File: config.mk
export PLATFORM = sky130hd
export DESIGN_NAME = demodBoardTop
export DESIGN_NICKNAME = d
export VERILOG_FILES = /design/src/rtl/sampleDspPkg.sv /design/src/rtl/busPkg.sv /design/src/rtl/demodBoardTop.sv /design/src/rtl/videoSwitchRegs.sv /design/src/rtl/dacChannel.sv /design/src/rtl/adcReclock.sv /design/src/rtl/topRegs.sv /design/src/rtl/regDecode.sv
export SDC_FILE = /design/constraint.sdc
export NUM_CORES = 1
export LEC_CHECK = 0
export BUFFER_PORTS_ARGS = -buffer_cell sky130_fd_sc_hd__clkbuf_2
export CAP_MARGIN = 20
export CELL_PAD_IN_SITES_DETAIL_PLACEMENT = 1
export CELL_PAD_IN_SITES_GLOBAL_PLACEMENT = 1
export CORE_MARGIN = 2
export CORE_UTILIZATION = 28
export CTS_CLUSTER_DIAMETER = 40
export CTS_CLUSTER_SIZE = 12
export DETAILED_ROUTE_END_ITERATION = 6
export HOLD_SLACK_MARGIN = 0.1
export PLACE_DENSITY = 0.61
export REMOVE_ABC_BUFFERS = 1
export SYNTH_ARGS = -nofsm -noshare
export SYNTH_HDL_FRONTEND = slang
export SYNTH_SLANG_ARGS = --single-unit
File: constraint.sdc
create_clock -name clk -period 1.95 [get_ports clk]
set_clock_uncertainty 0.2 [all_clocks]
set_input_delay 0.2925 -clock clk [delete_from_list [all_inputs] [get_ports clk]]
set_output_delay 0.2925 -clock clk [all_outputs]
set_load 0.02 [all_outputs]
File: src/rtl/sampleDspPkg.sv
package sampleDspPkg;

    // Converter and sample formats
    typedef logic [13:0]        adcCodeT;   // Offset binary from the ADC pins
    typedef logic signed [17:0] sampleT;    // Internal two's complement sample
    typedef logic [13:0]        dacCodeT;   // Offset binary to the DAC pins

    // DAC source select
    typedef logic [3:0] dacSrcT;

    localparam dacSrcT srcAdc  = 4'd0;
    localparam dacSrcT srcTest = 4'd1;
    // Any other code gives a zero sample

    // Zero signal in offset binary
    localparam adcCodeT adcMidscale = 14'h2000;
    localparam dacCodeT dacMidscale = 14'h2000;

    // Video switch select
    typedef logic [1:0] vidSelT;

    // Offset binary to signed, MSB inverted and scaled up to 18 bits
    function automatic sampleT adcToSample(input adcCodeT code);
        return {~code[13], code[12:0], 4'b0000};
    endfunction

endpackage

File: src/rtl/busPkg.sv
package busPkg;

    // Register bus widths
    typedef logic [12:0] addrT;     // Word address
    typedef logic [31:0] dataT;
    typedef logic [3:0]  byteEnT;   // One write strobe per byte lane
    typedef logic [4:0]  regionT;   // Upper address bits 12:8
    typedef logic [7:0]  offsetT;   // Register offset inside a region

    // Region codes
    localparam regionT topRegion   = 5'd0;
    localparam regionT videoRegion = 5'd1;

    // Top register offsets
    localparam offsetT offVersion   = 8'd0;
    localparam offsetT offDacSource = 8'd1;
    localparam offsetT offTestBase  = 8'd2;   // Test value k at offTestBase + k

    localparam offsetT offVideo = 8'd0;       // Video switch register

    function automatic regionT regionOf(input addrT a);
        return a[12:8];
    endfunction

    function automatic offsetT offsetOf(input addrT a);
        return a[7:0];
    endfunction

endpackage
File: src/rtl/demodBoardTop.sv
`timescale 1ns/1ps

module demodBoardTop #(
    parameter int          numDacs       = 3,
    parameter logic [15:0] versionNumber = 16'd627
) (
    input  logic                                clk,
    input  logic                                arstN,
    // Register bus
    input  logic                                cs,
    input  logic                                rd,
    input  busPkg::byteEnT                      wr,
    input  busPkg::addrT                        addr,
    input  busPkg::dataT                        dataIn,
    output busPkg::dataT                        dataOut,
    // Converters
    input  sampleDspPkg::adcCodeT               adc,
    output sampleDspPkg::dacCodeT [numDacs-1:0] dacData,
    // Video switch
    output sampleDspPkg::vidSelT                video0InSelect,
    output sampleDspPkg::vidSelT                video0OutSelect,
    output sampleDspPkg::vidSelT                video1InSelect,
    output sampleDspPkg::vidSelT                video1OutSelect
);

    import busPkg::*;
    import sampleDspPkg::*;

    logic                 topSel;
    logic                 videoSel;
    dataT                 topDout;
    dataT                 videoDout;
    sampleT               adcSample;
    dacSrcT [numDacs-1:0] dacSource;
    sampleT [numDacs-1:0] testValue;

    // **************************************************
    // Register bus
    // **************************************************

    regDecode u_regDecode (
        .cs(cs), .rd(rd), .addr(addr),
        .topDout(topDout), .videoDout(videoDout),
        .topSel(topSel), .videoSel(videoSel),
        .dataOut(dataOut)
    );

    topRegs #(.numDacs(numDacs), .versionNumber(versionNumber)) u_topRegs (
        .clk(clk), .arstN(arstN),
        .sel(topSel), .wr(wr), .addr(addr), .dataIn(dataIn), .dataOut(topDout),
        .dacSource(dacSource),
        .testValue(testValue)
    );

    videoSwitchRegs u_videoSwitchRegs (
        .clk(clk), .arstN(arstN),
        .sel(videoSel), .wr(wr), .addr(addr), .dataIn(dataIn), .dataOut(videoDout),
        .video0InSelect(video0InSelect), .video0OutSelect(video0OutSelect),
        .video1InSelect(video1InSelect), .video1OutSelect(video1OutSelect)
    );

    // **************************************************
    // Sample path, ADC to DACs
    // **************************************************

    adcReclock u_adcReclock (
        .clk(clk), .arstN(arstN), .adc(adc), .sample(adcSample)
    );

    for (genvar k = 0; k < numDacs; k++) begin : g_dac
        dacChannel u_dacChannel (
            .clk(clk), .arstN(arstN),
            .source(dacSource[k]), .adcSample(adcSample), .testValue(testValue[k]),
            .dacCode(dacData[k])
        );
    end

endmodule

File: src/rtl/videoSwitchRegs.sv
`timescale 1ns/1ps

module videoSwitchRegs (
    input  logic                 clk,
    input  logic                 arstN,
    input  logic                 sel,
    input  busPkg::byteEnT       wr,
    input  busPkg::addrT         addr,
    input  busPkg::dataT         dataIn,
    output busPkg::dataT         dataOut,
    output sampleDspPkg::vidSelT video0InSelect,
    output sampleDspPkg::vidSelT video0OutSelect,
    output sampleDspPkg::vidSelT video1InSelect,
    output sampleDspPkg::vidSelT video1OutSelect
);

    import busPkg::*;
    import sampleDspPkg::*;

    logic videoHit;

    // Output switch has inputs 1 and 2 swapped on the board
    function automatic vidSelT boardRemap(input vidSelT s);
        case (s)
            2'b01:   return 2'b10;
            2'b10:   return 2'b01;
            default: return s;
        endcase
    endfunction

    assign videoHit = sel && (offsetOf(addr) == offVideo);

    always_ff @(posedge clk or negedge arstN) begin
        if (!arstN) begin
            video0InSelect <= '0;
            video1InSelect <= '0;
        end else if (videoHit) begin
            if (wr[0]) begin
                video0InSelect <= dataIn[1:0];
            end
            if (wr[1]) begin
                video1InSelect <= dataIn[9:8];
            end
        end
    end

    assign video0OutSelect = boardRemap(video0InSelect);
    assign video1OutSelect = boardRemap(video1InSelect);

    assign dataOut = (offsetOf(addr) == offVideo) ?
                     {16'h0000, 6'b0, video1InSelect, 6'b0, video0InSelect} : '0;

endmodule

File: src/rtl/dacChannel.sv
`timescale 1ns/1ps

module dacChannel (
    input  logic                  clk,
    input  logic                  arstN,
    input  sampleDspPkg::dacSrcT  source,
    input  sampleDspPkg::sampleT  adcSample,
    input  sampleDspPkg::sampleT  testValue,
    output sampleDspPkg::dacCodeT dacCode
);

    import sampleDspPkg::*;

    sampleT selSample;

    // **************************************************
    // Source mux
    // **************************************************

    always_ff @(posedge clk or negedge arstN) begin
        if (!arstN) begin
            selSample <= '0;
        end else begin
            case (source)
                srcAdc: begin
                    selSample <= adcSample;
                end
                srcTest: begin
                    selSample <= testValue;
                end
                default: begin
                    selSample <= '0;        // Old loop diagnostics slot
                end
            endcase
        end
    end

    // **************************************************
    // Back to offset binary, top 14 bits
    // **************************************************

    always_ff @(posedge clk or negedge arstN) begin
        if (!arstN) begin
            dacCode <= dacMidscale;
        end else begin
            dacCode <= {~selSample[17], selSample[16:4]};
        end
    end

    // Pins must never see X once out of reset
    dacCodeKnown: assert property (
        @(posedge clk) disable iff (!arstN) !$isunknown(dacCode)
    ) else $error("dacChannel: unknown DAC code");

endmodule

File: src/rtl/adcReclock.sv
`timescale 1ns/1ps

module adcReclock (
    input  logic                  clk,
    input  logic                  arstN,
    input  sampleDspPkg::adcCodeT adc,
    output sampleDspPkg::sampleT  sample
);

    import sampleDspPkg::*;

    adcCodeT adcReg;

    // Pin capture
    always_ff @(posedge clk or negedge arstN) begin
        if (!arstN) begin
            adcReg <= adcMidscale;
        end else begin
            adcReg <= adc;
        end
    end

    // Offset binary to signed 18 bit
    always_ff @(posedge clk or negedge arstN) begin
        if (!arstN) begin
            sample <= '0;
        end else begin
            sample <= adcToSample(adcReg);
        end
    end

endmodule

File: src/rtl/topRegs.sv
`timescale 1ns/1ps

module topRegs #(
    parameter int          numDacs       = 3,
    parameter logic [15:0] versionNumber = 16'd627
) (
    input  logic                               clk,
    input  logic                               arstN,
    input  logic                               sel,
    input  busPkg::byteEnT                     wr,
    input  busPkg::addrT                       addr,
    input  busPkg::dataT                       dataIn,
    output busPkg::dataT                       dataOut,
    output sampleDspPkg::dacSrcT [numDacs-1:0] dacSource,
    output sampleDspPkg::sampleT [numDacs-1:0] testValue
);

    import busPkg::*;
    import sampleDspPkg::*;

    localparam dataT versionWord = {16'h0000, versionNumber};

    offsetT offset;

    assign offset = offsetOf(addr);

    // **************************************************
    // Register writes
    // **************************************************

    always_ff @(posedge clk or negedge arstN) begin
        if (!arstN) begin
            dacSource <= '0;
            testValue <= '0;
        end else if (sel) begin
            for (int k = 0; k < numDacs; k++) begin
                // One nibble per byte lane, lane k for DAC k
                if (offset == offDacSource && wr[k]) begin
                    dacSource[k] <= dataIn[8*k +: 4];
                end
                if (offset == offsetT'(offTestBase + k)) begin
                    if (wr[0]) begin
                        testValue[k][7:0] <= dataIn[7:0];
                    end
                    if (wr[1]) begin
                        testValue[k][15:8] <= dataIn[15:8];
                    end
                    if (wr[2]) begin
                        testValue[k][17:16] <= dataIn[17:16];   // Only 2 bits live in lane 2
                    end
                end
            end
        end
    end

    // **************************************************
    // Readback
    // **************************************************

    always_comb begin
        dataOut = '0;
        if (offset == offVersion) begin
            dataOut = versionWord;
        end
        for (int k = 0; k < numDacs; k++) begin
            if (offset == offDacSource) begin
                dataOut[8*k +: 4] = dacSource[k];
            end
            if (offset == offsetT'(offTestBase + k)) begin
                dataOut = {14'h0000, testValue[k]};   // Zero extended
            end
        end
    end

    // A version write must not fall through onto any other register
    versionReadOnly: assert property (
        @(posedge clk) disable iff (!arstN)
        (sel && (|wr) && offset == offVersion) |=> ($stable(dacSource) && $stable(testValue))
    ) else $error("topRegs: write to version register changed a register");

endmodule

File: src/rtl/regDecode.sv
`timescale 1ns/1ps

module regDecode (
    input  logic         cs,
    input  logic         rd,
    input  busPkg::addrT addr,
    input  busPkg::dataT topDout,
    input  busPkg::dataT videoDout,
    output logic         topSel,
    output logic         videoSel,
    output busPkg::dataT dataOut
);

    import busPkg::*;

    regionT region;

    // **************************************************
    // Block selects
    // **************************************************

    assign region = regionOf(addr);

    assign topSel   = cs && (region == topRegion);
    assign videoSel = cs && (region == videoRegion);

    // **************************************************
    // Read data mux
    // **************************************************

    always_comb begin
        dataOut = '0;
        if (cs && rd) begin
            case (region)
                topRegion: begin
                    dataOut = topDout;
                end
                videoRegion: begin
                    dataOut = videoDout;
                end
                default: begin
                    dataOut = '0;       // Unmapped region
                end
            endcase
        end
    end

    // Only one register block may own a bus cycle
    always_comb begin
        assert (!(topSel && videoSel))
            else $error("regDecode: top and video blocks selected together");
    end

endmodule

==> impl_metrics.py, run 1 <==
metrics = {
    "clocking": {
        "insertion_delay_ns": 0.43,
        "h-tree-depth": 4,
        "clk_pin_slew_worst_paths_ns": 0.07,
        "cts_root_buf": "clkbuf_16",
        "cts_sinks": 182,
        "cts_tree": "built",
        "cts_max_path_buffers": 2,
        "cts_inserted_buffers": 17,
    },
    "final_layout": {
        "antenna_cells": 0,
        "final_common_cell": "dfrtp_1",
        "n_fill_cell": 2649,
        "multiInputGateArea_mm2": 0.00268,
        "regArea_mm2": 0.00456,
        "drive_gt1_share_pct": 49.6,
        "layout.nets": 782,
        "area_delta_synth_final_pct": 41.7,
        "final_cell_mix": "dfrtp_1 (178), clkbuf_2 (95), buf_4 (55), a22o_1 (43), mux2_4 (41)",
    },
    "timing": {
        "worst_slack_ns": -0.454,
        "period_needed_ns": 2.40,
        "rsz0062_at_grt": "true",
        "setup-violations-final": 72,
        "holdWs_ns": 0.128,
        "hold_viol_final": 0,
        "fmax_mhz": 416,
        "maxSlewViolCount": 0,
        "min_period_over_period_pct": 123,
    },
    "pwr": {
        "swShare_pct": 23.6,
        "vdd_ir_drop_max_v": 0.000602,
        "p_leak_nw": 4.72,
        "p_per_area_mw_per_mm2": 795,
        "sequentialPowerShare_pct": 49.3,
        "combPwrFrac_pct": 7.0,
        "net-switching-power_mw": 1.89,
        "p_int_mw": 6.10,
        "finalPower_mw": 7.99,
        "p_clk_share_pct": 43.7,
    },
    "yosys": {
        "ys_types": 46,
        "synth_top_area_share_pct": 62.8,
        "syn_area_mm2": 0.00709,
        "synth-edff-count": 0,
        "async_reset_ff_share_pct": 100,
        "syn_area_per_cell_um2": 14.6,
        "yosys_register_bits": 182,
        "syn_inst": 487,
        "yosys-top-cells-area": "dfrtp_1 (63%), mux2_4 (6.8%), mux2_2 (6.5%), a22o_1 (5.3%), dfstp_2 (1.5%)",
        "synth_ff_type": "dfrtp_1",
        "yosysWarningCount": 0,
        "yosys.area.top_type": "dfrtp_1",
        "seq_area_frac_synth_pct": 64.3,
    },
    "detailed_routing": {
        "postRouteAntennaNets": 0,
        "drc_errors": 0,
        "num_vias": 4930,
        "avgRoutedWirePerCell_um": 20.1,
        "routed_wl_um": 21200,
        "drtIter0Drc": 205,
        "drt-vias-per-instance": 4.68,
        "dr.pass1.iters": 5,
    },
    "global_routing": {
        "grt_pass1_wl_um": 32900,
        "grtUsageTotal_pct": 16.5,
        "grt_max_degree": 56,
        "antenna_found_initial": 0,
        "grt_pass1_vias": 5564,
        "grt-ovfl-total": 0,
    },
    "critical_path": {
        "start_kind": "input pin",
        "critPathKind": "input pin to output pin",
        "end_kind": "output pin",
        "arrival_ns": 1.91,
        "path_max_fanout": 5,
        "critPathTopFamily": "simple AND/OR/NAND/NOR gates",
        "crit_required_ns": 1.46,
        "crit_buf_inv": 4,
        "crit_path_cell_trace": "buf_6 -> or4_4 -> nor3_4 -> buf_4 -> buf_6 -> o211ai_1 -> a21oi_2 -> clkbuf_8",
        "cpMostUsedCell": "buf_6",
        "max_stage_delay_ns": 0.61,
        "cp_slowest_cell": "or4_4",
    },
    "die": {
        "rows": 58,
        "ioPinCount": 149,
        "dieArea_mm2": 0.0266,
        "die_x_um": 163,
        "initial_utilization_pct": 28.3,
        "core_region_area_mm2": 0.0250,
        "die_h_um": 163,
    },
    "placed_design": {
        "globalplace.congestion": 0.831,
        "hpwlAfterDp_um": 14600,
        "numPortBuffers": 123,
    },
    "run_status": {
        "outcome": "finished with violations",
        "failed_checks": "setup timing",
    },
    "min_path": {
        "hold_path.class": "input pin to asynchronous set/reset pin",
    },
    "flow_run": {
        "maxCapViolations": 0,
    },
}
-- synth_stat cells (all sizes together), types with 5 or more instances --
master / number
inv: 8
dfrtp: 178
nor4b: 5
nand2b: 9
a22o: 43
a21oi: 17
clkbuf: 15
nor2: 14
a222oi: 5
nor4: 9
mux2: 76
nand2: 27
o21ai: 13
nand3: 7
buf: 18
-- stage by stage --
step | utilization, % | cell area (um^2) | setup TNS, ns | cells | worst slack (ns)
global route | 40.1 | 10000 | -14.00 | 1054 | -0.507
global placement | 33.8 | 8450 | -41.47 | 969 | -0.637
CTS | 39.6 | 9910 | -11.92 | 1050 | -0.423
floorplan | - | 6950 | -34.31 | 465 | -0.667
detailed placement | 33.8 | 8450 | -44.97 | 969 | -0.662
finish | 40.1 | 10000 | -11.72 | 1054 | -0.454
-- power by group through the flow --
stage	clock, mW	combinational, mW	sequential (mW)
detailed placement	0	0.472	4.02
finish	3.49	0.559	3.94
global route	3.73	0.611	3.95
floorplan	0	0.106	4.06
global placement	0	0.456	4.01
CTS	3.56	0.555	3.94
-- state kept, by name, summed over array words and instances (netlist names) --
signal and flops:
u_adcReclock.adcReg 14, g_dac.u_dacChannel.dacCode 42, u_topRegs.testValue 54, u_topRegs.dacSource 12, g_dac.u_dacChannel.selSample 42, u_adcReclock.sample 14, u_videoSwitchRegs.video1InSelect 2, u_videoSwitchRegs.video0InSelect 2
-- logic make-up after synthesis --
group	share of synthesized area [%]
AOI/OAI and AO/OA	9.29
adders and majority gates	0.706
buffers and inverters	2.98
DFF	64.3
other	0.0529
and+or+nand+nor	8.74
muxes	13.9
-- worst paths after layout --
check / slack, ns / to / cells after the start / start
setup / recovery: -0.45 / dataOut[11] / 8 / addr[5]
hold / removal: 0.13 / u_adcReclock.adcReg[1] / 2 / arstN
setup reg to reg: 0.32 / g_dac[0].u_dacChannel.selSample[8] / 3 / u_topRegs.dacSource[3]
hold reg to reg: 0.15 / g_dac[1].u_dacChannel.dacCode[10] / 0 / g_dac[1].u_dacChannel.selSample[14]
max in group asynchronous: 0.75 / g_dac[1].u_dacChannel.dacCode[13] / 3 / arstN
min in group clk: 0.14 / u_topRegs.dacSource[4] / 3 / wr[1]
-- per-layer routing --
metal	vias up	global-route usage [%]	share of wire [%]
met3	39	3.86	4.5
met4	0	5.79	2.5
met2	136	28.4	51
met5	-	0	0
met1	2567	20.3	42
li1	2188	-	-
-- what timing repair did --
item	CTS	global route
pin swaps	24	25
setup buffers	14	5
gates resized for setup	102	43
cloned	0	0
setup endpoints to repair	69	84
hold endpoints to repair	262	0
hold buffers	36	0
-- area by class of cell --
type                            instances  area share [%]
Clock buffer                           19            4.51
Clock inverter                         13            1.43
Timing Repair Buffer                  227            17.6
Multi-Input combinational cell        275            26.7
Inverter                                8           0.299
Tap cell                              330            4.11
Sequential cell                       182            45.4
Note: power is estimated with default switching activity, not from simulation.
==> run 2, diff against run 1 <==
--- a/config.mk
+++ b/config.mk
@@ -11,6 +11,7 @@
 export CELL_PAD_IN_SITES_GLOBAL_PLACEMENT = 1
 export CORE_MARGIN = 2
 export CORE_UTILIZATION = 28
+export CTS_BUF_LIST = sky130_fd_sc_hd__clkbuf_16
 export CTS_CLUSTER_DIAMETER = 40
 export CTS_CLUSTER_SIZE = 12
 export DETAILED_ROUTE_END_ITERATION = 6
@@ -19,4 +20,5 @@
 export REMOVE_ABC_BUFFERS = 1
 export SYNTH_ARGS = -nofsm -noshare
 export SYNTH_HDL_FRONTEND = slang
+export SYNTH_HIERARCHICAL = 1
 export SYNTH_SLANG_ARGS = --single-unit
==> run 2 against run 1 <==
- the run still ends with setup timing left
- largest cell class unchanged
- clock power hardly changed
- flip-flop and latch count is the same
- cell count rose by 16%
- core utilization is 2.3 points lower
- highest routed layer is now met5
- design area is 8.2% higher
- setup slack got worse by 0.017 ns
- combinational power increased by 22%
- critical path depth did not move
- via count up 10%
- global-route usage shrank 1.4 points
- die area up 15%
==> impl_metrics.py, run 2 <==
metrics = {
    "detailed_routing": {
        "num_vias": 5437,
        "dr_wl_met3_um": 821,
        "postRouteAntennaNets": 0,
        "dr.pass1.iters": 4,
        "routed_wl_um": 22500,
        "avgRoutedWirePerCell_um": 18.4,
        "topRoutingLayerUsed": "met5",
        "dr_wl_met2_um": 11100,
        "drt-vias-per-instance": 4.45,
        "drc_errors": 0,
        "drtIter0Drc": 207,
        "wl_met1_um": 10300,
    },
    "final_layout": {
        "largest_register": "u_topRegs/testValue",
        "drive_gt1_share_pct": 46.4,
        "area_delta_synth_final_pct": 32.9,
        "antenna_cells": 0,
        "final_cell_mix": "dfrtp_1 (178), clkbuf_2 (95), buf_4 (73), mux2i_1 (69), mux2_2 (69)",
        "largest_reg_flops": 54,
        "layout.nets": 897,
        "top_regs": "u_topRegs/testValue x54, g_dac.u_dacChannel/dacCode x42, g_dac.u_dacChannel/selSample x42",
        "final_common_cell": "dfrtp_1",
    },
    "timing": {
        "maxSlewViolCount": 0,
        "tightest_slew_ns": 0.700,
        "rsz0062_at_grt": "true",
        "relSlewSlack_pct": 53.3,
        "min_period_over_period_pct": 124,
        "setup-violations-final": 24,
        "worst_slack_ns": -0.471,
        "period_needed_ns": 2.42,
        "holdWs_ns": 0.120,
        "fmax_mhz": 413,
        "hold_viol_final": 0,
    },
    "min_path": {
        "min_delay_path_depth": 3,
        "hold_path.class": "input pin to register",
        "worstHoldStart": "wr[2]",
        "whs_endpoint": "u_topRegs/testValue[34]",
    },
    "clocking": {
        "cts_inserted_buffers": 17,
        "clk_pin_slew_worst_paths_ns": 0.07,
        "cts_sinks": 182,
        "h-tree-depth": 4,
        "cts_root_buf": "clkbuf_16",
        "cts_max_path_buffers": 2,
        "cts_tree": "built",
        "insertion_delay_ns": 0.43,
    },
    "pwr": {
        "p_clk_share_pct": 42.9,
        "swShare_pct": 25.9,
        "p_int_mw": 5.99,
        "sequentialPowerShare_pct": 48.7,
        "net-switching-power_mw": 2.09,
        "p_per_area_mw_per_mm2": 744,
        "combPwrFrac_pct": 8.5,
        "finalPower_mw": 8.09,
        "vdd_ir_drop_max_v": 0.000508,
        "p_leak_nw": 5.09,
    },
    "yosys": {
        "syn_area_per_cell_um2": 13.4,
        "syn_area_mm2": 0.00818,
        "syn_inst": 611,
        "yosysWarningCount": 6,
    },
    "critical_path": {
        "path_max_fanout": 10,
        "end_kind": "output pin",
        "crit_required_ns": 1.46,
        "arrival_ns": 1.93,
        "worstReg2RegStart": "u_topRegs/dacSource[5]",
        "critical_path.reg2reg.endpoint": "g_dac[1].u_dacChannel/selSample[9]",
        "critPathKind": "input pin to output pin",
        "start_kind": "input pin",
        "reg2reg_depth": 2,
        "reg2reg_slack_ns": 0.33,
    },
    "placed_design": {
        "globalplace.congestion": 0.744,
        "hpwlAfterDp_um": 15500,
        "numPortBuffers": 123,
    },
    "flow_run": {
        "maxCapViolations": 0,
    },
    "die": {
        "core_region_area_mm2": 0.0287,
        "rows": 62,
        "dieArea_mm2": 0.0306,
        "initial_utilization_pct": 28.5,
        "ioPinCount": 149,
        "die_x_um": 175,
        "die_h_um": 175,
    },
    "global_routing": {
        "grt_pass1_vias": 5920,
        "grt-ovfl-total": 0,
        "grtUsageTotal_pct": 15.1,
        "grt_pass1_wl_um": 34900,
        "grt_max_degree": 62,
        "antenna_found_initial": 1,
    },
    "run_status": {
        "outcome": "finished with violations",
        "failed_checks": "setup timing",
    },
}
## run 2: cell count changes in the layout (fill, tap and decap cells not counted), moves of 28 or more
| cell | previous run | this run |
|---|---|---|
| conb_1 | 12 | 40 |
| nor3_2 | 0 | 31 |
| a22o_1 | 43 | 3 |
| mux2_4 | 41 | 5 |
| mux2_2 | 34 | 69 |
| nor2_1 | 7 | 55 |
| mux2i_1 | 1 | 69 |
## run 2: worst max-delay path: stages
cell and delay [ns]:
buf_6 0.09, or4_4 0.58, nor3_4 0.17, buf_12 0.16, a32o_1 0.17, mux2i_1 0.08, nor3_2 0.19, buf_4 0.19
## run 2: area by class of cell
class                      instances  area, um^2
clock buffer                      17         425
clock inverter                    15         164
fill                            3084       17800
inverter                           9        33.8
multi-input combinational        381        3370
sequential                       182        4560
tap                              384         480
timing repair buffer             235        1840
## run 2: timing repair
action	CTS	global route
hold endpoints to repair	266	0
resized for setup	67	42
hold buffers	37	0
pin swaps	9	6
setup buffers	7	3
setup endpoints to repair	72	32
gates cloned	1	0
## run 2: power groups by stage
| stage | sequential, mW | clock [mW] | combinational [mW] |
|---|---|---|---|
| floorplan | 4.06 | 0 | 0.163 |
| global placement | 4.01 | 0 | 0.586 |
| detailed placement | 4.01 | 0 | 0.595 |
| CTS | 3.94 | 3.56 | 0.682 |
| global route | 3.95 | 3.71 | 0.750 |
| finish | 3.94 | 3.47 | 0.684 |
## run 2: worst max path at each step
| stage | start | to | slack, ns | depth (start not counted) |
|---|---|---|---|---|
| floorplan | addr[12] | u_topRegs/dacSource[10] | -2.12 | 5 |
| global placement | addr[5] | dataOut[10] | -0.61 | 8 |
| detailed placement | addr[5] | dataOut[8] | -0.62 | 8 |
| CTS | addr[5] | dataOut[10] | -0.50 | 8 |
| global route | addr[4] | dataOut[10] | -0.53 | 8 |
| finish | addr[5] | dataOut[10] | -0.47 | 8 |
## run 2: metrics by stage
stage	setup WS [ns]	utilization (%)	setup TNS (ns)	instance area [um^2]	instances
detailed placement	-0.621	32.9	-43.70	9450	1143
floorplan	-2.12	-	-156.08	7770	572
CTS	-0.504	37.5	-8.86	10800	1220
global placement	-0.613	32.9	-42.02	9450	1143
global route	-0.534	37.9	-9.77	10900	1223
finish	-0.471	37.9	-8.28	10900	1223
## run 2: metal layers
| metal | up-vias | global-route usage, % |
|---|---|---|
| li1 | 2506 | - |
| met1 | 2808 | 19.7 |
| met2 | 100 | 25.5 |
| met3 | 21 | 3.20 |
| met4 | 2 | 4.06 |
| met5 | - | 0 |
